**src/design/cpuPkg.sv**
```systemverilog
package cpuPkg;

    // Widths with a meaning of their own
    typedef logic [31:0] dataWord;   // Data or byte address
    typedef logic [31:0] instWord;
    typedef logic [4:0]  regAddr;
    typedef logic [3:0]  aluSel;
    typedef logic [1:0]  immSel;

    // ALU operation codes
    localparam aluSel aluAdd = 4'd0;
    localparam aluSel aluSub = 4'd1;
    localparam aluSel aluAnd = 4'd2;
    localparam aluSel aluOr  = 4'd3;
    localparam aluSel aluXor = 4'd4;
    localparam aluSel aluSlt = 4'd5;
    localparam aluSel aluSll = 4'd6;
    localparam aluSel aluSrl = 4'd7;

    // Immediate formats
    localparam immSel immI = 2'd0;
    localparam immSel immS = 2'd1;
    localparam immSel immB = 2'd2;

    // RV32I major opcodes in the subset
    localparam logic [6:0] opReg    = 7'b0110011;
    localparam logic [6:0] opImm    = 7'b0010011;
    localparam logic [6:0] opLoad   = 7'b0000011;
    localparam logic [6:0] opStore  = 7'b0100011;
    localparam logic [6:0] opBranch = 7'b1100011;

    // Memory depths in words
    localparam int instMemWords = 64;
    localparam int dataMemWords = 64;

    // Word index widths
    localparam int instIdxBits = $clog2(instMemWords);
    localparam int dataIdxBits = $clog2(dataMemWords);

    // Register file
    localparam int regCount = 32;

endpackage

```
**src/design/regFile.sv**
```systemverilog
`timescale 1ns/10ps

module regFile (
    input  logic            CLK,
    input  logic            rst,
    input  cpuPkg::regAddr  rs1,
    input  cpuPkg::regAddr  rs2,
    input  cpuPkg::regAddr  rd,
    input  logic            we,
    input  cpuPkg::dataWord wd,
    output cpuPkg::dataWord rd1,
    output cpuPkg::dataWord rd2
);

    cpuPkg::dataWord regs [cpuPkg::regCount];

    always_ff @(posedge CLK) begin
        if (rst) begin
            for (int i = 0; i < cpuPkg::regCount; i++) begin
                regs[i] <= '0;
            end
        end else if (we && (rd != '0)) begin
            regs[rd] <= wd;     // x0 never written
        end
    end

    // Combinational reads, x0 pinned to zero
    assign rd1 = (rs1 == '0) ? '0 : regs[rs1];
    assign rd2 = (rs2 == '0) ? '0 : regs[rs2];

endmodule

```
**config.mk**
```make
export PLATFORM = sky130hd
export DESIGN_NAME = regFile
export DESIGN_NICKNAME = d
export VERILOG_FILES = /design/src/design/cpuPkg.sv /design/src/design/regFile.sv
export SDC_FILE = /design/constraint.sdc
export NUM_CORES = 2
export LEC_CHECK = 0
export ABC_AREA = 1
export BUFFER_PORTS_ARGS = -buffer_cell sky130_fd_sc_hd__buf_2
export CAP_MARGIN = 20
export CORE_UTILIZATION = 45
export CTS_BUF_LIST = sky130_fd_sc_hd__clkbuf_4
export DETAILED_ROUTE_END_ITERATION = 8
export HOLD_SLACK_MARGIN = 0.08
export PLACE_DENSITY = 0.61
export SYNTH_ARGS = -nofsm -noshare
export SYNTH_HDL_FRONTEND = slang
export SYNTH_SLANG_ARGS = --single-unit
```
**constraint.sdc**
```tcl
create_clock -name CLK -period 3.4 [get_ports CLK]
set_input_delay 0.17 -clock CLK [delete_from_list [all_inputs] [get_ports CLK]]
set_output_delay 0.17 -clock CLK [all_outputs]
set_load 0.01 [all_outputs]
```
==> results.cfg <==
[run_status]
outcome = finished, final reports clean

[placement]
io_buffers = 113
place.gp.congestion = 0.906
dp_hpwl_mm = 129
dpl_worst_slack_ns = 0.605

[worst_setup_path]
cpPeakStageDelay_ns = 0.44
path_common_cell = nand2_1
required_ns = 3.23
crit_chain = nand2_1 > nand3_1 > nand3_1 > nand2_1 > nand2_1 > nand3_1 > nand2_1 > nor2_1 > buf_2
crit_family = simple AND/OR/NAND/NOR gates
critical_path_peak_fanout = 2
cp-end-kind = output port
path_buf_inv = 1
cp.arrival_ns = 3.17
crit_type = reg2out
start_kind = flop
cp_slowest_cell = nor2_1

[detailed_routing]
viasPerCell = 5.98
detail_route.iter0.violations = 9121
wirelength_mm = 231
postRouteAntennaNets = 0
drc_errors = 0
dr.pass1.iters = 8
wire_per_inst_um = 25.1
vias = 54800

[grt]
grt_pass1_vias = 51000
grt_start_max_net_pins = 153
grt_first_pass_wirelength_mm = 332
grt.overflow.total = 0
track_usage_pct = 35.6
antenna_found_initial = 5

[floorplanning]
die_h_um = 356
ioPinCount = 114
fp.coreArea_mm2 = 0.124
initial_core_util_pct = 45.5
num_rows = 129
die_x_um = 356
dieArea_mm2 = 0.127

[cells_and_area]
seqCellArea_mm2 = 0.0307
nets = 7414
multi_input_area_mm2 = 0.0228
num-fill-cells = 11600
reg_top3 = regs: 1024 flops
drive_gt1_share_pct = 11.2
top_register = regs
largest_register_ffs = 1024
area_growth_pct = 12.4

[power_and_ir_drop]
combPwrFrac_pct = 14.9
clockPowerShare_pct = 36.3
vdd_drop_max_uv = 374
power.density_mw_per_mm2 = 482
p_seq_share_pct = 48.8
leakage_uw = 0.0267
p_int_uw = 21600
p_switching_uw = 9010
p_sw_share_pct = 29.4

[synth]
synth.avg_cell_area_um2 = 7.79
postSynthCellCount = 7252
yosys_most_used_dff = edfxtp_1
async_flop_share_pct = 0
synthTopCellsByArea = edfxtp_1, nand2_1, nor2_1
synth_area_mm2 = 0.0565
yosys-top-cells-count = nand2_1, nor2_1, edfxtp_1
synth_most_common_cell = nand2_1
yosysUniqueCellTypes = 19
synth_top_cell_by_area = edfxtp_1
yosysWarnings = 0
ys_seq_elements = 1024
netlist.area_leader.share_pct = 54.4
synth-edff-count = 1024
ys_seq_area_share_pct = 54.4

[clock_tree]
cts_buffers = 296
clk_path_buf_depth = 4
cts.htree.levels = 5
cts.sinks = 1024
cts-root-buf = clkbuf_4
cts_tree = done
path_clk_slew_ns = 0.07

[sta]
setup_tns_ns = 0
setup_viol = 0
slew_headroom_pct = 28.5
fmax_mhz = 299
tightest_slew_ns = 1.07
finalHoldWorstSlack_ns = 0.186
fin_crit_ns = 3.34
period_share_pct = 98.3
finalMaxSlewViolations = 0
rsz0062_at_grt = false
hold_violations = 0
worst_slack_ns = 0.0569

[run]
cap_violations = 0

[min_path]
holdPathEnd = regs[20][7]
min_from = wd[7]
holdCritPathClass = in2reg
holdPathStages = 4
kinds of logic (layout without fill, tap and decap cells):
| logic type | Yosys count | count (layout) | share of synthesized area [%] |
|---|---|---|---|
| other | 1 | 33 | 0.00663 |
| DFF | 1024 | 1024 | 54.4 |
| buffers and inverters | 783 | 1037 | 5.86 |
| AOI/OAI and AO/OA | 582 | 582 | 5.25 |
| and+or+nand+nor | 4862 | 4862 | 34.5 |
cells in the final DEF, fill, tap and decap left out, types with 32 or more instances in the layout:
| cell | synthesis | layout |
|---|---|---|
| nand3_1 | 984 | 983 |
| buf_12 | 0 | 65 |
| inv_1 | 151 | 149 |
| clkbuf_4 | 0 | 427 |
| nand2_1 | 2082 | 2020 |
| conb_1 | 1 | 32 |
| o21ai_1 | 41 | 41 |
| clkinv_1 | 3 | 37 |
| nand2_2 | 0 | 62 |
| o21ai_0 | 396 | 396 |
| nor2_1 | 1787 | 1782 |
| edfxtp_1 | 1024 | 1024 |
| dlygate4sd3_1 | 0 | 76 |
| buf_4 | 5 | 154 |
| a21oi_1 | 123 | 123 |
| buf_2 | 264 | 105 |
cell type report:
type | count | share of cell area (%)
Antenna cell | 1 | 0.00394
Clock buffer | 427 | 5.05
Clock inverter | 44 | 0.309
Inverter | 156 | 0.981
Multi-Input combinational cell | 5476 | 35.8
Sequential cell | 1024 | 48.4
Tap cell | 1637 | 3.22
Timing Repair Buffer | 410 | 6.20
metal layers:
metal	track usage, %	routed length, um
met1	46.9	84300
met2	54.0	102000
met3	9.54	33100
met4	17.8	11600
met5	0	32
worst max-delay path by stage:
stage / cells past startpoint / startpoint / endpoint / slack [ns]
finish: 9 / regs[19][31] / rd1[31] / 0.06
detailed placement: 13 / rs1[0] / rd1[31] / 0.60
CTS: 9 / regs[2][19] / rd2[19] / 0.07
floorplan: 11 / rd[3] / regs[10][0] / 1.21
global route: 9 / regs[12][31] / rd2[31] / 0.04
global placement: 13 / rs1[0] / rd1[0] / 0.59
power by group through the flow:
stage | clock, uW | combinational (uW) | sequential [uW]
2_1_floorplan | 0 | 2540 | 15100
3_3_place_gp | 0 | 4270 | 15200
3_5_place_dp | 0 | 4320 | 15200
4_1_cts | 11200 | 4400 | 14900
5_1_grt | 11800 | 4840 | 15000
6_report | 11100 | 4560 | 14900
repair_timing:
| item | in CTS | in global routing |
|---|---|---|
| hold buffers | 75 | 1 |
| endpoints found under the setup margin | 0 | 4 |
| gates resized for setup | 0 | 6 |
| buffers inserted | 0 | 0 |
| hold endpoints to repair | 1570 | 6 |
stage by stage:
stage / power (uW) / utilization, % / area, um^2 / std cells
final: 30600 / 51.2 / 63500 / 9175
after global routing: 31700 / 51.2 / 63500 / 9175
after CTS: 30500 / 51.1 / 63500 / 9172
after detailed placement: 19500 / 47.8 / 59300 / 8626
after global placement: 19400 / 47.7 / 59200 / 8620
after floorplan: 17600 / - / 56600 / 7283
No activity file was read; power rests on OpenSTA's default activity.
