### src/design/cpuPkg.sv
package cpuPkg;

    // Widths with a meaning of their own
    typedef logic [31:0] dataWord;   // Data or byte address
    typedef logic [31:0] instWord;
    typedef logic [4:0]  regAddr;
    typedef logic [3:0]  aluSel;
    typedef logic [1:0]  immSel;

    // ALU operation codes
    localparam aluSel aluAdd = 4'd0;
    localparam aluSel aluSub = 4'd1;
    localparam aluSel aluAnd = 4'd2;
    localparam aluSel aluOr  = 4'd3;
    localparam aluSel aluXor = 4'd4;
    localparam aluSel aluSlt = 4'd5;
    localparam aluSel aluSll = 4'd6;
    localparam aluSel aluSrl = 4'd7;

    // Immediate formats
    localparam immSel immI = 2'd0;
    localparam immSel immS = 2'd1;
    localparam immSel immB = 2'd2;

    // RV32I major opcodes in the subset
    localparam logic [6:0] opReg    = 7'b0110011;
    localparam logic [6:0] opImm    = 7'b0010011;
    localparam logic [6:0] opLoad   = 7'b0000011;
    localparam logic [6:0] opStore  = 7'b0100011;
    localparam logic [6:0] opBranch = 7'b1100011;

    // Memory depths in words
    localparam int instMemWords = 64;
    localparam int dataMemWords = 64;

    // Word index widths
    localparam int instIdxBits = $clog2(instMemWords);
    localparam int dataIdxBits = $clog2(dataMemWords);

    // Register file
    localparam int regCount = 32;

endpackage

### src/design/controlUnit.sv
`timescale 1ns/10ps

module controlUnit (
    input  cpuPkg::instWord instr,
    output logic            regWrite,
    output logic            aluSrc,     // 1 selects the immediate
    output logic            memWrite,
    output logic            memToReg,
    output logic            branchEq,
    output logic            branchNe,
    output cpuPkg::aluSel   aluCtl,
    output cpuPkg::immSel   immKind
);

    logic [6:0] opcode;
    logic [2:0] funct3;
    logic       funct7b5;

    assign opcode   = instr[6:0];
    assign funct3   = instr[14:12];
    assign funct7b5 = instr[30];    // Separates sub from add

    always_comb begin
        // Anything not listed below is a no-op
        regWrite = 1'b0;
        aluSrc   = 1'b0;
        memWrite = 1'b0;
        memToReg = 1'b0;
        branchEq = 1'b0;
        branchNe = 1'b0;
        aluCtl   = cpuPkg::aluAdd;
        immKind  = cpuPkg::immI;

        case (opcode)
            cpuPkg::opReg: begin
                regWrite = 1'b1;
                case (funct3)
                    3'b000:  aluCtl = funct7b5 ? cpuPkg::aluSub : cpuPkg::aluAdd;
                    3'b001:  aluCtl = cpuPkg::aluSll;
                    3'b010:  aluCtl = cpuPkg::aluSlt;
                    3'b100:  aluCtl = cpuPkg::aluXor;
                    3'b101:  aluCtl = cpuPkg::aluSrl;
                    3'b110:  aluCtl = cpuPkg::aluOr;
                    3'b111:  aluCtl = cpuPkg::aluAnd;
                    default: aluCtl = cpuPkg::aluAdd;
                endcase
            end
            cpuPkg::opImm: begin
                regWrite = 1'b1;
                aluSrc   = 1'b1;
                // No subtract form here, funct7 is part of the immediate
                case (funct3)
                    3'b010:  aluCtl = cpuPkg::aluSlt;
                    3'b100:  aluCtl = cpuPkg::aluXor;
                    3'b110:  aluCtl = cpuPkg::aluOr;
                    3'b111:  aluCtl = cpuPkg::aluAnd;
                    default: aluCtl = cpuPkg::aluAdd;
                endcase
            end
            cpuPkg::opLoad: begin
                regWrite = 1'b1;
                aluSrc   = 1'b1;
                memToReg = 1'b1;    // Write back the loaded word
            end
            cpuPkg::opStore: begin
                aluSrc   = 1'b1;
                memWrite = 1'b1;
                immKind  = cpuPkg::immS;
            end
            cpuPkg::opBranch: begin
                aluCtl   = cpuPkg::aluSub;  // Compare by subtraction
                immKind  = cpuPkg::immB;
                branchEq = (funct3 == 3'b000);
                branchNe = (funct3 == 3'b001);
            end
            default: ;
        endcase
    end

endmodule

### config.mk
export PLATFORM = sky130hd
export DESIGN_NAME = controlUnit
export DESIGN_NICKNAME = d
export VERILOG_FILES = /design/src/design/cpuPkg.sv /design/src/design/controlUnit.sv
export SDC_FILE = /design/constraint.sdc
export NUM_CORES = 1
export LEC_CHECK = 0
export ABC_AREA = 1
export BUFFER_PORTS_ARGS = -buffer_cell sky130_fd_sc_hd__buf_2
export CORE_AREA = 3 3 40 42
export DETAILED_ROUTE_END_ITERATION = 6
export DIE_AREA = 0 0 43 45
export SYNTH_ARGS = -nofsm -noshare
export SYNTH_HDL_FRONTEND = slang
export SYNTH_SLANG_ARGS = --single-unit
### constraint.sdc
create_clock -name vclk -period 1.6
set_input_delay 0.32 -clock vclk [all_inputs]
set_output_delay 0.32 -clock vclk [all_outputs]
set_load 0.005 [all_outputs]
==> flow_metrics.py <==
metrics = {
    "floorplan": {
        "die_width_um": 43,
        "die_height_um": 45,
        "coreArea_um2": 1280,
        "initial_utilization": 0.200,
        "std_cell_rows": 13,
        "io-pin-count": 44,
        "die_area_um2": 1940,
    },
    "worst_setup_path": {
        "critical_path.top_delay_family": "simple AND/OR/NAND/NOR gates",
        "timing.critical_path.to_type": "primary output",
        "worstPathBufferInverterCount": 3,
        "cp-startpoint": "instr[2]",
        "crit_type": "input pin to primary output",
        "cpMaxStageDelayCell": "nor2_2",
        "critical_path.cell_chain": "buf_2 > inv_1 > nand2_1 > nor2_2 > nand2_1 > a21oi_1 > buf_2",
        "crit_path_max_incr_delay_ps": 140,
        "cp_max_fo": 4,
        "cp.arrival_ps": 1030,
        "critical_path.startpoint_type": "input pin",
        "critical_path_required_ps": 1280,
    },
    "cells_and_area": {
        "num-fill-cells": 160,
        "layout_common_cells": "buf_2 (22), nand2_1 (15), inv_1 (10), nor2_1 (10), nand3_1 (9)",
        "final_layout_size_suffix_gt1_frac": 0.392,
        "finalInstanceArea_um2": 378,
        "area_delta_synth_final_pct": 47.3,
        "final.clkbuf_count": 0,
        "layout.cells.most_common": "buf_2",
        "sequential_cell_total": 0,
        "final-seq-area_um2": 0,
        "design.final.nets": 113,
        "n_antenna_cell": 0,
    },
    "place": {
        "placedInstanceArea_um2": 378,
        "number_of_buffer_cells_added_on_primary_ports": 22,
        "gp_routability_congestion": 0.793,
        "preCtsSetupSlack_ps": 243,
    },
    "synth": {
        "synth_top_area_share": 0.220,
        "synthesis.instances": 58,
        "netlist_area_um2": 256,
        "net_count_of_the_mapped_netlist": 90,
        "synth_area_leaders": "nand2_1 (22%), nand3_1 (18%), inv_1 (15%), nor2_1 (15%), nor2_2 (9.8%)",
        "synth.distinct_cells": 13,
        "synth-seq-area-share": 0,
        "synth.yosys.warnings": 0,
        "yosysTopAreaCell": "nand2_1",
        "synth.avg_cell_area_um2": 4.42,
    },
    "power_and_ir_drop": {
        "pd_cells_nw_per_um2": 149,
        "power.ir.vdd_worst_v": 0.0000626,
        "leakage_nw": 0.262,
        "power.total_mw": 0.0564,
    },
    "global_route": {
        "antenna_found_initial": 0,
        "grt.overflow.total": 0,
        "grt_max_degree": 7,
        "grtUsageTotal": 0.0713,
        "grt_first_pass_wirelength_mm": 1.17,
        "first_global_vias": 326,
    },
    "worst_hold_path": {
        "whs_path_depth": 3,
        "timing.hold.worst.start": "instr[5]",
        "whs_endpoint": "memToReg",
        "hp-class": "input pin to primary output",
    },
    "sta": {
        "postLayoutSetupSlackWorst_ps": 249,
        "timing.final.max_slew_violations": 0,
        "setup_viol": 0,
        "timing_hold_violations_final": 0,
        "rsz_0062_raised_after_global_routing": "false",
        "tns_ps": 0,
        "min_period_ps": 1350,
        "achievable-frequency_mhz": 740,
        "share_of_the_cycle_needed_by_the_critical_path_after_routing": 0.845,
    },
    "route": {
        "wl_per_cell_um": 7.49,
        "dr.pass1.iters": 2,
        "route.vias.total": 382,
        "drt.antenna.violating_nets": 0,
        "drcViolationCount": 0,
        "drc_violation_total_after_the_first_tritonroute_iteration": 5,
        "via_per_inst": 4.06,
        "detail_route.wirelength_um": 704,
    },
    "status": {
        "status": "completed",
    },
    "clock_tree": {
        "ctsHoldBuffers": 0,
        "cts_setup_buffers": 0,
        "postCtsResizedCells": 0,
    },
    "flow_run": {
        "maxCapViolations": 0,
    },
}
worst max path at each step:
stage          endpoint  slack [ps]  cells past startpoint
2_1_floorplan    aluSrc         510                      4
4_1_cts          aluSrc         240                      7
6_report         aluSrc         250                      7
3_5_place_dp     aluSrc         240                      7
5_1_grt          aluSrc         150                      7
3_3_place_gp     aluSrc         260                      7
worst min-delay path: stages:
cell and delay [ps]:
buf_2 110, nor4_1 50, buf_2 120
through the flow:
| stage | hold WS, ps | std cells | utilization |
|---|---|---|---|
| after detailed placement | 916 | 94 | 0.294 |
| final | 919 | 94 | 0.294 |
| after global routing | 932 | 94 | 0.294 |
| after CTS | 917 | 94 | 0.294 |
| after floorplan | 674 | 58 | - |
| after global placement | 913 | 94 | 0.294 |
Yosys cell counts, drive strengths merged:
| cell | number |
|---|---|
| a21oi | 1 |
| buf | 1 |
| conb | 1 |
| inv | 13 |
| nand2 | 16 |
| nand3 | 10 |
| nor2 | 14 |
| nor4 | 1 |
| o21ai | 1 |
where the power goes:
part,internal [mW],total (mW),switching (mW)
clock,0,0,0
combinational,0.0218,0.0564,0.0346
sequential,0,0,0
cells by family after synthesis:
kind of cell / share of synthesized area
and+or+nand+nor: 0.727
AOI/OAI and AO/OA: 0.0390
other: 0.0146
buffers and inverters: 0.220
layer usage:
| layer | vias up | routed length [µm] | GRT usage |
|---|---|---|---|
| li1 | 217 | - | - |
| met1 | 152 | 321 | 0.0905 |
| met2 | 13 | 318 | 0.138 |
| met3 | 0 | 65 | 0.00797 |
| met4 | 0 | 0 | 0 |
| met5 | - | 0 | 0 |
cell type report:
class / count / area, µm² / area share
well taps: 15 / 18.8 / 0.0497
multi-input cells: 44 / 200 / 0.530
repair buffers: 22 / 110 / 0.291
inverters: 13 / 48.8 / 0.129
Power figures use the tool's default switching activity.
