--- config.mk ---
export PLATFORM = sky130hd
export DESIGN_NAME = instMem
export DESIGN_NICKNAME = d
export VERILOG_FILES = /design/src/design/cpuPkg.sv /design/src/design/instMem.sv
export SDC_FILE = /design/constraint.sdc
export NUM_CORES = 2
export LEC_CHECK = 0
export ABC_CLOCK_PERIOD_IN_PS = 4800
export BUFFER_PORTS_ARGS = -buffer_cell sky130_fd_sc_hd__buf_2
export CORE_MARGIN = 1.5
export CORE_UTILIZATION = 30
export CTS_CLUSTER_SIZE = 40
export DETAILED_ROUTE_END_ITERATION = 10
export SKIP_CTS_REPAIR_TIMING = 1
export SYNTH_ARGS = -nofsm -noshare
export SYNTH_HDL_FRONTEND = slang
export SYNTH_SLANG_ARGS = --single-unit
--- constraint.sdc ---
create_clock -name CLK -period 4.8 [get_ports CLK]
set_clock_uncertainty 0.15 [all_clocks]
set_input_delay 0.24 -clock CLK [delete_from_list [all_inputs] [get_ports CLK]]
set_output_delay 0.24 -clock CLK [all_outputs]
set_load 0.02 [all_outputs]
--- src/design/cpuPkg.sv ---
package cpuPkg;

    // Widths with a meaning of their own
    typedef logic [31:0] dataWord;   // Data or byte address
    typedef logic [31:0] instWord;
    typedef logic [4:0]  regAddr;
    typedef logic [3:0]  aluSel;
    typedef logic [1:0]  immSel;

    // ALU operation codes
    localparam aluSel aluAdd = 4'd0;
    localparam aluSel aluSub = 4'd1;
    localparam aluSel aluAnd = 4'd2;
    localparam aluSel aluOr  = 4'd3;
    localparam aluSel aluXor = 4'd4;
    localparam aluSel aluSlt = 4'd5;
    localparam aluSel aluSll = 4'd6;
    localparam aluSel aluSrl = 4'd7;

    // Immediate formats
    localparam immSel immI = 2'd0;
    localparam immSel immS = 2'd1;
    localparam immSel immB = 2'd2;

    // RV32I major opcodes in the subset
    localparam logic [6:0] opReg    = 7'b0110011;
    localparam logic [6:0] opImm    = 7'b0010011;
    localparam logic [6:0] opLoad   = 7'b0000011;
    localparam logic [6:0] opStore  = 7'b0100011;
    localparam logic [6:0] opBranch = 7'b1100011;

    // Memory depths in words
    localparam int instMemWords = 64;
    localparam int dataMemWords = 64;

    // Word index widths
    localparam int instIdxBits = $clog2(instMemWords);
    localparam int dataIdxBits = $clog2(dataMemWords);

    // Register file
    localparam int regCount = 32;

endpackage

--- src/design/instMem.sv ---
`timescale 1ns/10ps

module instMem (
    input  logic                             CLK,
    input  logic                             progWe,
    input  logic [cpuPkg::instIdxBits-1:0]   progAddr,  // Word index
    input  cpuPkg::instWord                  progData,
    input  cpuPkg::dataWord                  pc,
    output cpuPkg::instWord                  instr
);

    cpuPkg::instWord mem [cpuPkg::instMemWords];

    // Unwritten words decode as no-ops
    initial begin
        for (int i = 0; i < cpuPkg::instMemWords; i++) begin
            mem[i] = '0;
        end
    end

    // Program load port
    always_ff @(posedge CLK) begin
        if (progWe) begin
            mem[progAddr] <= progData;
        end
    end

    // Byte address to word index
    assign instr = mem[pc[cpuPkg::instIdxBits+1:2]];

endmodule

==> results.txt <==
* Y dimension of the die: 512.5 um
- Post-DR wirelength/cell: 27.34 um
- Drt via density: 5.079
- Leading cell types in the layout, fill and taps excluded: sky130_fd_sc_hd__edfxtp_1, sky130_fd_sc_hd__mux4_2, sky130_fd_sc_hd__clkbuf_16, sky130_fd_sc_hd__buf_4, sky130_fd_sc_hd__mux2i_1
- At the pin with the least slew margin, the transition time is 1251 ps.
- Instance count of the mapped netlist: 3292
- Clock transition at the register clock pins on the worst setup and hold paths after CTS: 60 ps
- After synthesis the cells add up to 0.07787 sq mm.
- Shortest clock period the worst path allows after layout: 3794 ps
- Synthesized area per cell: 23.66 sq um
- Ys Warns: 0
- Status: finished, final reports clean
- Once detailed placement completed, the half-perimeter wirelength came to 114.9 mm.
* Most common library cell in the layout ignoring fill and taps: sky130_fd_sc_hd__edfxtp_1
- Summed over all layers, the global routing overflow is 0.
- Number of slew-limit violations in the final report: 0
- Worst setup timing slack at the placement stage: 1005 ps
* TritonCTS clock tree: yes
- The floorplan step set the die width to 512.5 um.
- Across all setup checks in the final design, the least slack found is 1006 ps.
- In this run, CTS created clock tree buffers numbering 199.
* Num ports: 104
- Master cell of the clock root buffer: sky130_fd_sc_hd__clkbuf_16
- Fraction of synthesis flops using an asynchronous set or reset pin: 0
* Hold Path Class: in2reg
- The total count of hold-check failures in the final report is 0.
- Setup total negative slack on the finished layout was measured at 0 ps.
- Most used flip-flop cell after synthesis: sky130_fd_sc_hd__edfxtp_1
- Final number of setup-violating endpoints: 0
- Number of cells traversed by the worst hold path: 1
- The number of antenna violations at the first check in global routing is 20.
* Sequential share of the synthesized area: 0.7897
- Summing over every cut layer, the via total after detailed routing is 36130.
* DRC violation count after routing: 0
- The area growth from synthesis to layout is 15.35%.
- The count of buffers added on input and output ports is 77.
* Net count after synthesis: 3364
- Crit share post-route: 0.7904
- Class of the most critical setup path: in2out
* Data required time of the worst path: 4410 ps
- Once placement finished, the instance area stood at 0.08368 sq mm.
- Startpoint type of the worst setup path: primary input
- Total number of placement rows: 186
- The die covers 0.2626 sq mm.
* Power density of the placed cells: 405.6 mW/mm^2
- DRC marker count from the first detailed-route iteration: 3872
- The first global-routing pass estimated 276.8 mm of wire.
* Net total in the final layout: 3631
* Clock sink count: 2048
- Number of search-and-repair iterations in the first detailed-routing pass: 5
- Hold path startpoint: progData[30]
- The worst setup path is captured at a primary output.
- Count of cell types in the netlist: 33
- In this run the tightest slew margin relative to its limit is 0.1657.
- Pin count of the biggest net entering global routing: 80
- Across every metal layer, demand over resource in global routing totals 0.1465.
- Number of synthesized flops with an enable pin: 2048
* Largest regs: mem x2048
- Maximum count of clock buffers along a single path: 3
- Routability cong.: 0.7675
- The clock tree synthesis step divided the H-tree into 4 levels.
- Top reg by flops: mem
* Core area: 0.2574 sq mm
- Register bit count reported by yosys: 2048
* Initial core utilization: 0.3026
* Final hold slack: 7.397 ps
- The analysis attributes to cell leakage a power of 27.33 nW.
- Timing would allow up to 263.6 MHz.
* Largest driver fanout on the critical path: 79
* Detail Route Antenna Nets: 0
- IR Drop Worst-Case VDD: 403.6 uV
* Setup repair after global routing missed its margin: false
- For the worst setup path, the data arrival time is 3400 ps.
- The number of global-route vias before repair was 37100.
* Hold endpoint: mem[8][30]
* Layout cells sized above 1: 0.2983
* Final wirelength: 194.5 mm
- The finished cells cover 0.08983 sq mm.
- Largest register FFs: 2048
* Number of max-capacitance violations reported: 0
==> how the worst max path moves through the flow <==
| stage | slack, ps | start | depth (start not counted) | end |
|---|---|---|---|---|
| floorplan | 1250 | progAddr[3] | 4 | mem[48][0] |
| finish | 1010 | pc[3] | 7 | instr[13] |
| CTS | 890 | mem[54][31] | 5 | instr[31] |
| global route | 950 | pc[3] | 7 | instr[13] |
| detailed placement | 1000 | pc[3] | 7 | instr[13] |
| global placement | 980 | pc[3] | 7 | instr[13] |
==> per-stage QoR <==
stage               power (W)  utilization  std cells
floorplan             0.02124            -       3292
global placement      0.02210       0.3251       6736
detailed placement    0.02213       0.3251       6736
CTS                   0.03675       0.3487       7103
global route          0.03747       0.3490       7111
finish                0.03643       0.3490       7113
==> layer usage <==
metal,wire length (um),track usage
met5,13,0
met4,4202,0.03665
met3,12650,0.02515
met2,96380,0.2442
met1,81220,0.1984
==> report_power, final <==
| part | switching, W | internal [W] | leakage, nW | total [W] |
|---|---|---|---|---|
| clock network | 0.00657 | 0.00815 | 2.96 | 0.0147 |
| registers | 0.0000247 | 0.0198 | 18.4 | 0.0198 |
| logic | 0.00119 | 0.000685 | 5.95 | 0.00187 |
==> layout make-up <==
type                    count  area [sq um]
diodes                      4         10.01
clock buffers             252          5200
fillers                 23600        167600
clock inverters           115         880.8
multi-input cells        1062         15970
well taps                3384          4234
flip-flops and latches   2048         61500
repair buffers            248          2033
==> Yosys cell counts (2+ instances only) <==
cell type                  number  area, sq um
sky130_fd_sc_hd__nand2b_1       8        50.05
sky130_fd_sc_hd__nor2b_1       15        93.84
sky130_fd_sc_hd__mux4_2       544        12250
sky130_fd_sc_hd__and3_1         4        25.02
sky130_fd_sc_hd__a22oi_1       12        90.09
sky130_fd_sc_hd__buf_4         25        187.7
sky130_fd_sc_hd__nor3_1         7        35.03
sky130_fd_sc_hd__and2_1         2        12.51
sky130_fd_sc_hd__mux2i_1       93        930.9
sky130_fd_sc_hd__a311oi_1       8        70.07
sky130_fd_sc_hd__buf_6          5        56.30
sky130_fd_sc_hd__nor2_1       137        514.2
sky130_fd_sc_hd__clkbuf_1      74        277.8
sky130_fd_sc_hd__a41o_1         4        40.04
sky130_fd_sc_hd__nand3b_1       5        37.54
sky130_fd_sc_hd__buf_2         57        285.3
sky130_fd_sc_hd__or3_1          3        18.77
sky130_fd_sc_hd__o32ai_1        4        35.03
sky130_fd_sc_hd__o221ai_1      27        236.5
sky130_fd_sc_hd__or3b_2         3        26.28
sky130_fd_sc_hd__edfxtp_1    2048        61500
sky130_fd_sc_hd__nand3_1        5        25.02
sky130_fd_sc_hd__a21oi_1       62        310.3
sky130_fd_sc_hd__nand4_1        2        12.51
sky130_fd_sc_hd__buf_1         21        78.83
sky130_fd_sc_hd__or3b_1         2        17.52
sky130_fd_sc_hd__nand2_1       26        97.59
sky130_fd_sc_hd__o22ai_1       84        525.5
==> critical path, stage by stage <==
cell	delay (ps)
sky130_fd_sc_hd__buf_8	570
sky130_fd_sc_hd__nand2_1	850
sky130_fd_sc_hd__o22ai_1	510
sky130_fd_sc_hd__nor2_1	120
sky130_fd_sc_hd__a21oi_1	410
sky130_fd_sc_hd__nor2_1	290
sky130_fd_sc_hd__buf_2	240
==> kinds of logic after synthesis <==
group | Yosys count | synth area share
simple gates | 223 | 0.01276
flops | 2048 | 0.7897
mux | 637 | 0.1693
buf+inv | 182 | 0.01138
compound gates | 202 | 0.01687
Note: power is estimated with default switching activity, not from simulation.
