==> src/design/cpuPkg.sv <==
package cpuPkg;

    // Widths with a meaning of their own
    typedef logic [31:0] dataWord;   // Data or byte address
    typedef logic [31:0] instWord;
    typedef logic [4:0]  regAddr;
    typedef logic [3:0]  aluSel;
    typedef logic [1:0]  immSel;

    // ALU operation codes
    localparam aluSel aluAdd = 4'd0;
    localparam aluSel aluSub = 4'd1;
    localparam aluSel aluAnd = 4'd2;
    localparam aluSel aluOr  = 4'd3;
    localparam aluSel aluXor = 4'd4;
    localparam aluSel aluSlt = 4'd5;
    localparam aluSel aluSll = 4'd6;
    localparam aluSel aluSrl = 4'd7;

    // Immediate formats
    localparam immSel immI = 2'd0;
    localparam immSel immS = 2'd1;
    localparam immSel immB = 2'd2;

    // RV32I major opcodes in the subset
    localparam logic [6:0] opReg    = 7'b0110011;
    localparam logic [6:0] opImm    = 7'b0010011;
    localparam logic [6:0] opLoad   = 7'b0000011;
    localparam logic [6:0] opStore  = 7'b0100011;
    localparam logic [6:0] opBranch = 7'b1100011;

    // Memory depths in words
    localparam int instMemWords = 64;
    localparam int dataMemWords = 64;

    // Word index widths
    localparam int instIdxBits = $clog2(instMemWords);
    localparam int dataIdxBits = $clog2(dataMemWords);

    // Register file
    localparam int regCount = 32;

endpackage

==> src/design/pcUnit.sv <==
`timescale 1ns/10ps

module pcUnit (
    input  logic           CLK,
    input  logic           rst,
    input  logic           branchEq,
    input  logic           branchNe,
    input  logic           zero,     // From ALU, operands equal
    input  cpuPkg::dataWord imm,     // B immediate, already shifted
    output cpuPkg::dataWord pc
);

    cpuPkg::dataWord seqPc;
    cpuPkg::dataWord targetPc;
    cpuPkg::dataWord nextPc;
    logic            taken;

    assign seqPc    = pc + 32'd4;
    assign targetPc = pc + imm;

    // beq on equal, bne on not equal
    assign taken = (branchEq && zero) || (branchNe && !zero);

    assign nextPc = taken ? targetPc : seqPc;

    always_ff @(posedge CLK) begin
        if (rst) begin
            pc <= '0;    // Core starts at address 0
        end else begin
            pc <= nextPc;
        end
    end

endmodule

==> config.mk <==
export PLATFORM = sky130hd
export DESIGN_NAME = pcUnit
export DESIGN_NICKNAME = d
export VERILOG_FILES = /design/src/design/cpuPkg.sv /design/src/design/pcUnit.sv
export SDC_FILE = /design/constraint.sdc
export NUM_CORES = 1
export LEC_CHECK = 0
export BUFFER_PORTS_ARGS = -buffer_cell sky130_fd_sc_hd__buf_2
export CORE_UTILIZATION = 30
export CTS_CLUSTER_DIAMETER = 100
export DETAILED_ROUTE_END_ITERATION = 8
export PLACE_DENSITY = 0.55
export SLEW_MARGIN = 10
export SYNTH_ARGS = -nofsm -noshare
export SYNTH_HDL_FRONTEND = slang
export SYNTH_SLANG_ARGS = --single-unit
==> constraint.sdc <==
create_clock -name CLK -period 3.2 [get_ports CLK]
set_clock_uncertainty 0.05 [all_clocks]
set_input_delay 0.48 -clock CLK [delete_from_list [all_inputs] [get_ports CLK]]
set_output_delay 0.48 -clock CLK [all_outputs]
set_load 0.005 [all_outputs]
==> results of run 1 <==
worst paths after layout:
path                   endpoint  slack (ns)  cells after the start
max           pc[30]$_SDFF_PP0_        0.47                     10
min          pc[0]$_SDFFE_PP0P_        0.42                      2
max reg2reg   pc[30]$_SDFF_PP0_        0.47                     10
min reg2reg  pc[0]$_SDFFE_PP0P_        0.42                      2
area by class of cell:
cell class	count	area [um^2]
Sequential cell	32	641
Fill cell	1171	6920
Timing Repair Buffer	73	378
Clock buffer	6	72.6
Clock inverter	2	35.0
Inverter	12	45.0
Multi-Input combinational cell	381	2620
Tap cell	140	175
cells by family (layout without fill, tap and decap cells):
kind of cell,after synthesis,count (layout),share of synthesized area
XOR/XNOR,49,49,0.128
multiplexers,3,3,0.00967
flip-flops,32,32,0.190
buffers and inverters,27,93,0.0309
AND/OR/NAND/NOR,169,169,0.245
AO/OA/AOI/OAI,127,127,0.272
adder cells (fa/ha/maj),33,33,0.125
cell usage in the layout (no fill, tap or decap), types with 2 or more instances in the layout:
| master | instances |
|---|---|
| sky130_fd_sc_hd__a211o_1 | 3 |
| sky130_fd_sc_hd__ha_1 | 32 |
| sky130_fd_sc_hd__o21ai_0 | 10 |
| sky130_fd_sc_hd__dfxtp_1 | 32 |
| sky130_fd_sc_hd__nand3b_1 | 2 |
| sky130_fd_sc_hd__nand3_1 | 20 |
| sky130_fd_sc_hd__a221oi_1 | 3 |
| sky130_fd_sc_hd__a21oi_1 | 37 |
| sky130_fd_sc_hd__nor3b_1 | 2 |
| sky130_fd_sc_hd__a31oi_1 | 4 |
| sky130_fd_sc_hd__or3_1 | 2 |
| sky130_fd_sc_hd__buf_4 | 5 |
| sky130_fd_sc_hd__nor2_1 | 48 |
| sky130_fd_sc_hd__nand4_1 | 12 |
| sky130_fd_sc_hd__a41oi_1 | 2 |
| sky130_fd_sc_hd__nor2b_1 | 2 |
| sky130_fd_sc_hd__a21o_1 | 19 |
| sky130_fd_sc_hd__buf_2 | 68 |
| sky130_fd_sc_hd__o21a_1 | 2 |
| sky130_fd_sc_hd__clkbuf_8 | 5 |
| sky130_fd_sc_hd__o21bai_1 | 4 |
| sky130_fd_sc_hd__and3_1 | 12 |
| sky130_fd_sc_hd__nand2_1 | 39 |
| sky130_fd_sc_hd__o21ai_1 | 4 |
| sky130_fd_sc_hd__nor4_1 | 4 |
| sky130_fd_sc_hd__a211oi_1 | 17 |
| sky130_fd_sc_hd__o211ai_1 | 4 |
| sky130_fd_sc_hd__nand2b_1 | 7 |
| sky130_fd_sc_hd__a211oi_2 | 2 |
| sky130_fd_sc_hd__xnor2_1 | 27 |
| sky130_fd_sc_hd__nor3_1 | 10 |
| sky130_fd_sc_hd__inv_1 | 12 |
| sky130_fd_sc_hd__and4_1 | 4 |
| sky130_fd_sc_hd__xor2_1 | 22 |
| sky130_fd_sc_hd__and2_1 | 3 |
| sky130_fd_sc_hd__a2111oi_0 | 3 |
worst reg2reg max path: stages (launching register included):
cell and delay (ns):
sky130_fd_sc_hd__dfxtp_1 0.35, sky130_fd_sc_hd__ha_1 0.20, sky130_fd_sc_hd__inv_1 0.06, sky130_fd_sc_hd__fa_1 0.39, sky130_fd_sc_hd__and2b_2 0.26, sky130_fd_sc_hd__o2111ai_4 0.14
sky130_fd_sc_hd__a2111oi_4 0.45, sky130_fd_sc_hd__nor3_2 0.13, sky130_fd_sc_hd__o31ai_4 0.28, sky130_fd_sc_hd__a2111oi_0 0.13, sky130_fd_sc_hd__nand3b_1 0.17
layer usage:
metal	track usage	up-vias	part of all wire
li1	-	1748	-
met1	0.231	1589	0.48
met2	0.313	70	0.47
met3	0.0218	11	0.034
met4	0.0509	0	0.012
met5	0	-	0
synth_stat cells (2+ instances only):
library cell                count  area, um^2
sky130_fd_sc_hd__a2111oi_0      3        26.3
sky130_fd_sc_hd__a211o_1        3        26.3
sky130_fd_sc_hd__a211oi_1      17         128
sky130_fd_sc_hd__a211oi_2       2        25.0
sky130_fd_sc_hd__a21o_1        19         143
sky130_fd_sc_hd__a21oi_1       37         185
sky130_fd_sc_hd__a221oi_1       3        26.3
sky130_fd_sc_hd__a31oi_1        4        25.0
sky130_fd_sc_hd__a41oi_1        2        17.5
sky130_fd_sc_hd__and2_1         3        18.8
sky130_fd_sc_hd__and3_1        12        75.1
sky130_fd_sc_hd__and4_1         4        35.0
sky130_fd_sc_hd__buf_1          2        7.51
sky130_fd_sc_hd__buf_2          2        10.0
sky130_fd_sc_hd__clkbuf_1      11        41.3
sky130_fd_sc_hd__dfxtp_1       32         641
sky130_fd_sc_hd__ha_1          32         400
sky130_fd_sc_hd__inv_1         12        45.0
sky130_fd_sc_hd__nand2_1       39         146
sky130_fd_sc_hd__nand2b_1       7        43.8
sky130_fd_sc_hd__nand3_1       20         100
sky130_fd_sc_hd__nand3b_1       2        15.0
sky130_fd_sc_hd__nand4_1       12        75.1
sky130_fd_sc_hd__nor2_1        48         180
sky130_fd_sc_hd__nor2b_1        2        12.5
sky130_fd_sc_hd__nor3_1        10        50.1
sky130_fd_sc_hd__nor3b_1        2        15.0
sky130_fd_sc_hd__nor4_1         4        25.0
sky130_fd_sc_hd__o211ai_1       4        30.0
sky130_fd_sc_hd__o21a_1         2        15.0
sky130_fd_sc_hd__o21ai_0       10        50.1
sky130_fd_sc_hd__o21ai_1        4        20.0
sky130_fd_sc_hd__o21bai_1       4        30.0
sky130_fd_sc_hd__or3_1          2        12.5
sky130_fd_sc_hd__xnor2_1       27         236
sky130_fd_sc_hd__xor2_1        22         193
per-stage QoR:
stage	utilization	total power [W]	setup WS (ns)
floorplan	-	0.00124	0.529
global placement	0.355	0.00150	0.310
detailed placement	0.355	0.00150	0.264
CTS	0.365	0.00192	0.453
global route	0.365	0.00205	0.248
finish	0.365	0.00191	0.474
power by group:
group          internal, W  switching [W]
clock network     0.000232       0.000179
registers         0.000467      0.0000937
logic             0.000409       0.000532
total              0.00111       0.000804
==> results, run 1 <==
- The flow ran to the end, and the final reports show no timing, DRC or antenna violations.
- Compared with the post-synthesis result, the final layout area differs by 18.0%.
- After floorplanning, the core was divided into 38 placement rows.
- The path type of the worst min-delay path is reg2reg.
- In this run the worst setup path begins at pc[0]$_SDFFE_PP0P_.
- The clock tree from TritonCTS is built.
- The floorplan step defined a core boundary enclosing 10900 um^2.
- Dividing total power by cell area gives a power density of 481 nW/um^2.
- After routing the design area is 3970 um^2.
- No sink is reached through more buffers than the 2 on the longest clock path.
- Measured along the x axis, the die boundary spans 108 um.
- The number of buffers and inverters on the critical path is 1.
- Dividing the detail-routed wire length by the instance count gives 15.5 um.
- The total clock sinks is 32.
- The classification of the worst setup path is reg2reg.
- Using the TritonRoute via totals, the vias-per-cell ratio works out to 5.29.
- Once placement completed, the tool counted placed cells totaling 638.
- Of the synthesized area, sequential elements account for 0.190.
- Among all flip-flop cells after synthesis, the most frequent one is sky130_fd_sc_hd__dfxtp_1.
- The number of unique standard cell types used by synthesis is 55.
- The maximum clock frequency is 367 MHz.
- The first detailed-routing pass ran for 4 iterations.
- The count of buffers added by post-CTS timing repair for setup is 0.
- Of the cells placed in the final design, the portion with a size suffix greater than 1 is 0.184.
- The count of nets left with antenna violations once routing finished came out at 0.
- The number of max-slew violations in the final report is 0.
- The post-cts gate resize count is 0.
- The floorplan step defined a die boundary enclosing 11600 um^2.
- Dividing the synthesized area by the synthesized cell count gives 7.64 um^2.
- The final hold violation count is 0.
- After synthesis the cells add up to 3360 um^2.
- The level count of the clock H-tree is 2.
- Leaving out filler cells and counting taps, the final layout contains 646.
- IR analysis of the VDD net gives a maximum drop of 0.000180 V.
- The routed layout has 3418 vias.
- The first-pass GRT wire length is 16500 um.
- The number of instances in the synthesized netlist is 440.
- The total routed wirelength is 10000 um.
- The final critical-path share of the clock period is 0.852.
- The largest registers in the layout are pc x32.
- The count of yosys warnings during synthesis is 0.
- The register with the most flip-flops is pc.
- For this run, the total global-route usage over all layers was measured as 0.180.
- The residual DRC count is 0.
- The instance area after placement is 3860 um^2.
- Buffers placed on the I/O ports in this run total 68.
- The clock-pin slew on the worst setup and hold paths is 0.08 ns.
- The post-route minimum period is 2.73 ns.
- The number of nets handed over by synthesis was 510.
- The final layout contains 575 nets.
- The final setup violation count is 0.
- Adding up every negative setup slack in the final design gives 0 ns.
- The number of flip-flops under the largest register name is 32.
- In this run the vertical extent of the chip is 108 um.
- The congestion estimate from routability-driven global placement came to 0.856.
- In this run the static leakage power is 1.80 nW.
- The pin slew with the least headroom to its limit is 0.860 ns.
- Data on the critical path is required at its endpoint by 3.33 ns.
- For the worst setup path, the data arrival time is 2.85 ns.
- The maximum fanout encountered on the critical timing path is 3.
- The cell type group with the largest total delay on the critical path is compound AO/OA/AOI/OAI gates.
- The register bit total from synthesis is 32.
- Setup repair after global routing left no endpoint under its margin.
- Entering global routing, the biggest net connects 36 pins.
- The startpoint type of the worst setup path is a register.
- The slowest stage of the critical path is the sky130_fd_sc_hd__a2111oi_4 cell.
- Detailed placement finished with a half-perimeter wire length of 7800 um.
- The count of inserted antenna diode cells is 0.
- The clock tree root driver cell is sky130_fd_sc_hd__clkbuf_8.
- The via count of the first global-routing pass was 3399.
- For this design the top-level I/O count stands at 69.
- The share of async-settable or async-resettable flops after synthesis is 0.
- The delay of the slowest cell on the worst path is 0.45 ns.
- Buffers inserted during clock tree synthesis total 5.
- The worst hold path begins at pc[0]$_SDFFE_PP0P_.
- The initial utilization of the core area, before any placement, comes to 0.309.
- The signal on the critical path passes through ha_1 -> inv_1 -> fa_1 -> and2b_2 -> o2111ai_4 -> a2111oi_4 -> nor3_2 -> o31ai_4 -> a2111oi_0 -> nand3b_1.
- The clock insertion delay at the later pin of the skew report is 0.29 ns.
- The reported max-cap violation count is 0.
- On the final layout, the worst hold slack is 0.425 ns.
- After global routing the overflow that remains totals 0.
- Counting flops with a built-in enable in the synthesized netlist gives 0.
- The startpoint identified for the worst register-to-register timing path is pc[0]$_SDFFE_PP0P_.
- The initial antenna violation count is 0.
- The headroom to the max-slew limit is 0.416.
- Hold repair after CTS inserted 0 buffers.
- STA classifies the critical path endpoint as a register.
- After the first detailed-routing iteration, the DRC count stood at 120.
No activity file was read; power rests on OpenSTA's default activity.
==> run 2, diff against run 1 <==
--- a/config.mk
+++ b/config.mk
@@ -6,11 +6,12 @@
 export NUM_CORES = 1
 export LEC_CHECK = 0
 export BUFFER_PORTS_ARGS = -buffer_cell sky130_fd_sc_hd__buf_2
+export CORE_ASPECT_RATIO = 0.5
 export CORE_UTILIZATION = 30
-export CTS_CLUSTER_DIAMETER = 100
+export CTS_CLUSTER_DIAMETER = 50
 export DETAILED_ROUTE_END_ITERATION = 8
 export PLACE_DENSITY = 0.55
-export SLEW_MARGIN = 10
+export SLEW_MARGIN = 0
 export SYNTH_ARGS = -nofsm -noshare
 export SYNTH_HDL_FRONTEND = slang
 export SYNTH_SLANG_ARGS = --single-unit
==> run 2 against run 1 <==
Compared with the run above: clock power is 27% higher; die area is 0.23% higher; non-clock buffer count is 2 higher; maximum frequency is 2.8% lower; sequential power hardly changed; register-to-register slack worse by 0.08 ns; utilization is 1.8 points higher; sequential share of layout area is 0.24 points lower; largest power group unchanged; highest routed layer unchanged.
==> results, run 2 (synthesis results as in run 1) <==
- The clock insertion delay at the later pin of the skew report is 0.29 ns (about the same).
- The number of buffers inserted for hold repair after clock tree synthesis is 0 (unchanged).
- The post-route minimum period is 2.81 ns (+0.0793 ns).
- The startpoint type of the worst setup path is a register.
- The die width is 152 um (+41%).
- The switching power was 0.000830 W (+3.3%).
- The share of post-route cells with drive strength above 1 is 0.187 (+0.00358).
- The data arrival time at the worst-slack endpoint is 2.94 ns (+0.09 ns).
- The number of standard-cell rows in the floorplan is 26 (-32%).
- The worst endpoint required time is 3.33 ns (about the same).
- The number of clock buffers inserted by TritonCTS is 5 (unchanged).
- The total routed wirelength is 10300 um (+2.6%).
- The number of detailed-routing iterations run before antenna repair is 5 (+1).
- The total number of nets in the final design is 577 (+0.35%).
- The initial standard-cell utilization of the core is 0.319 (+0.0102).
- The clock tree root driver cell is sky130_fd_sc_hd__clkbuf_16.
- The post-detailed-placement half-perimeter wirelength is 7840 um (+0.56%).
- The final worst hold slack is 0.433 ns (+0.00876 ns).
- The largest vdd supply drop is 0.000154 V (-14%).
- The number of flip-flops under the largest register name came to 32 (unchanged).
- The clock-pin slew on the worst setup and hold paths is 0.06 ns (-0.02 ns).
- The internal power is 0.00121 W (+9.1%).
- The power density relative to cell area is 506 nW/um^2 (+5.1%).
- The via count of the first global-routing pass came to 3234 (-4.9%).
- The first-pass GRT wire length came to 17000 um (+2.9%).
- The sequential cell fraction of total power is 0.273 (-0.020).
- The count of inserted antenna diode cells is 0 (unchanged).
- The count of buffers added by post-CTS timing repair for setup is 0 (unchanged).
- TritonCTS built the clock tree.
- The routed wire length per instance is 15.9 um (+2.5%).
- The maximum fanout encountered on the critical timing path is 4 (+1).
- The largest registers in the layout are pc x32.
- The worst-case clock buffer depth is 2 (unchanged).
- The instance area after placement is 3880 um^2 (+0.39%).
- The reported leakage power was 1.83 nW (+1.7%).
- Setup repair after global routing left no endpoint under its margin.
- The number of vias in the routed layout is 3475 (+1.7%).
- The total die area is 11700 um^2 (+0.23%).
- The level count of the clock H-tree is 2 (unchanged).
- The number of max-slew violations in the final report is 0 (unchanged).
- The reported max-cap violation count is 0 (unchanged).
- The overall power of the completed layout came to 0.00204 W (+6.7%).
- Leaving out fill and tap cells, the most frequent cells in the layout are 68 x sky130_fd_sc_hd__buf_2, 48 x sky130_fd_sc_hd__nor2_1, 39 x sky130_fd_sc_hd__nand2_1.
- The path type of the worst min-delay path is reg2reg.
- The post-detailed-route via-to-cell ratio is 5.37 (+1.5%).
- The final non-filler cell area came to 4030 um^2 (+1.5%).
- The I/O pin total is 69 (unchanged).
- The fraction of power consumed by the clock network is 0.256 (+0.041).
- The headroom to the max-slew limit came to 0.457 (+0.0412).
- The library cell used most frequently in the layout, excluding fill and tap cells, is sky130_fd_sc_hd__buf_2.
- The final setup violation count is 0 (unchanged).
- The run finished with clean final reports.
- The maximum clock frequency is 356 MHz (-2.8%).
- The final critical-path share of the clock period was 0.877 (+0.0248).
- The signal on the critical path passes through ha_1 -> inv_1 -> fa_1 -> and2b_2 -> o2111ai_4 -> a2111oi_4 -> nor4_1 -> o21ai_1 -> nand4_1 -> and3_1.
- The post-route antenna net violation count was 0 (unchanged).
- The pin slew with the least headroom to its limit is 0.809 ns (-0.0510 ns).
- The number of input and output port buffers inserted is 68 (unchanged).
- Among all stages on the critical path, the largest delay is contributed by sky130_fd_sc_hd__a2111oi_4.
- The height of the die is 76.9 um (-29%).
- The register with the most flip-flops in the final layout is pc.
- The initial antenna violation count is 0 (unchanged).
- The post-placement setup slack is 0.251 ns (-0.0131 ns).
- The total clock sinks is 32 (unchanged).
- The worst setup path is of the reg2reg kind.
- The pin count of the biggest net entering global routing was 36 (unchanged).
- The final weighted congestion in routability-driven placement is 0.874 (+2.1%).
- The total track usage is 0.185 (+0.00565).
- The delay of the slowest cell on the worst path is 0.47 ns (+0.02 ns).
- The total of fill cells in the finished design came to 1141 (-2.6%).
- The core area was 10500 um^2 (-3.2%).
- The post-cts gate resize count is 0 (unchanged).
- The violation count after the first detailed-routing iteration is 209 (+74%).
- The worst setup slack after layout came to 0.395 ns (-0.0793 ns).
- The residual DRC count is 0 (unchanged).
- The summed negative setup slack over all endpoints came to 0 ns (unchanged).
- The switching power as a share of total power is 0.407 (-0.0133).
- The endpoint type of the worst setup path is a register.
- The combinational power share was 0.471 (-0.021).
- The sum of overflow across all layers after global routing is 0 (unchanged).
- Relative to the synthesized area, the layout overhead comes to 19.8%.
- The final hold violation count is 0 (unchanged).
-- run 2: cell types whose count changed in the layout (fill, tap and decap cells not counted), sizes merged --
cell,change
buf,+2
bufinv,-1
clkbuf,+1
clkinv,-1
-- run 2: cell type report --
class                           instances  area (um^2)  share of cell area
Multi-Input combinational cell        381         2620               0.651
Tap cell                              140          175              0.0435
Sequential cell                        32          641               0.159
Timing Repair Buffer                   75          393              0.0975
Inverter                               12         45.0              0.0112
Clock buffer                            7          153              0.0379
-- run 2: through the flow --
step / utilization / cells
after floorplan: - / 440
final: 0.382 / 647
after CTS: 0.382 / 647
after global placement: 0.368 / 640
after detailed placement: 0.368 / 640
after global routing: 0.382 / 647
-- run 2: power groups by stage --
stage	Sequential (W)	Clock [W]	Combinational, W
6_report	0.000557	0.000521	0.000960
2_1_floorplan	0.000556	0	0.000684
3_3_place_gp	0.000566	0	0.000951
3_5_place_dp	0.000565	0	0.000947
4_1_cts	0.000557	0.000528	0.000956
5_1_grt	0.000572	0.000558	0.00107
-- run 2: final timing paths --
kind	from	to	slack (ns)	cells past startpoint
setup reg to reg	pc[0]$_SDFFE_PP0P_	pc[24]$_SDFF_PP0_	0.39	10
hold reg to reg	pc[0]$_SDFFE_PP0P_	pc[0]$_SDFFE_PP0P_	0.43	2
setup / recovery	pc[0]$_SDFFE_PP0P_	pc[24]$_SDFF_PP0_	0.39	10
hold / removal	pc[0]$_SDFFE_PP0P_	pc[0]$_SDFFE_PP0P_	0.43	2
-- run 2: critical path, delay by kind of cell, from the launching register on --
kind,cells,cell delay (ns)
AO/OA/AOI/OAI,3,0.94
adder cells (fa/ha/maj),2,0.60
buffers and inverters,1,0.06
flip-flops,1,0.35
AND/OR/NAND/NOR,4,0.69
-- run 2: routing by layer --
layer	part of all wire	vias up	GRT usage	wire length, um
li1	-	1761	-	-
met1	0.52	1614	0.276	5310
met2	0.42	93	0.275	4340
met3	0.055	7	0.0333	569
met4	0.0077	0	0.0356	79
met5	0	-	0	0
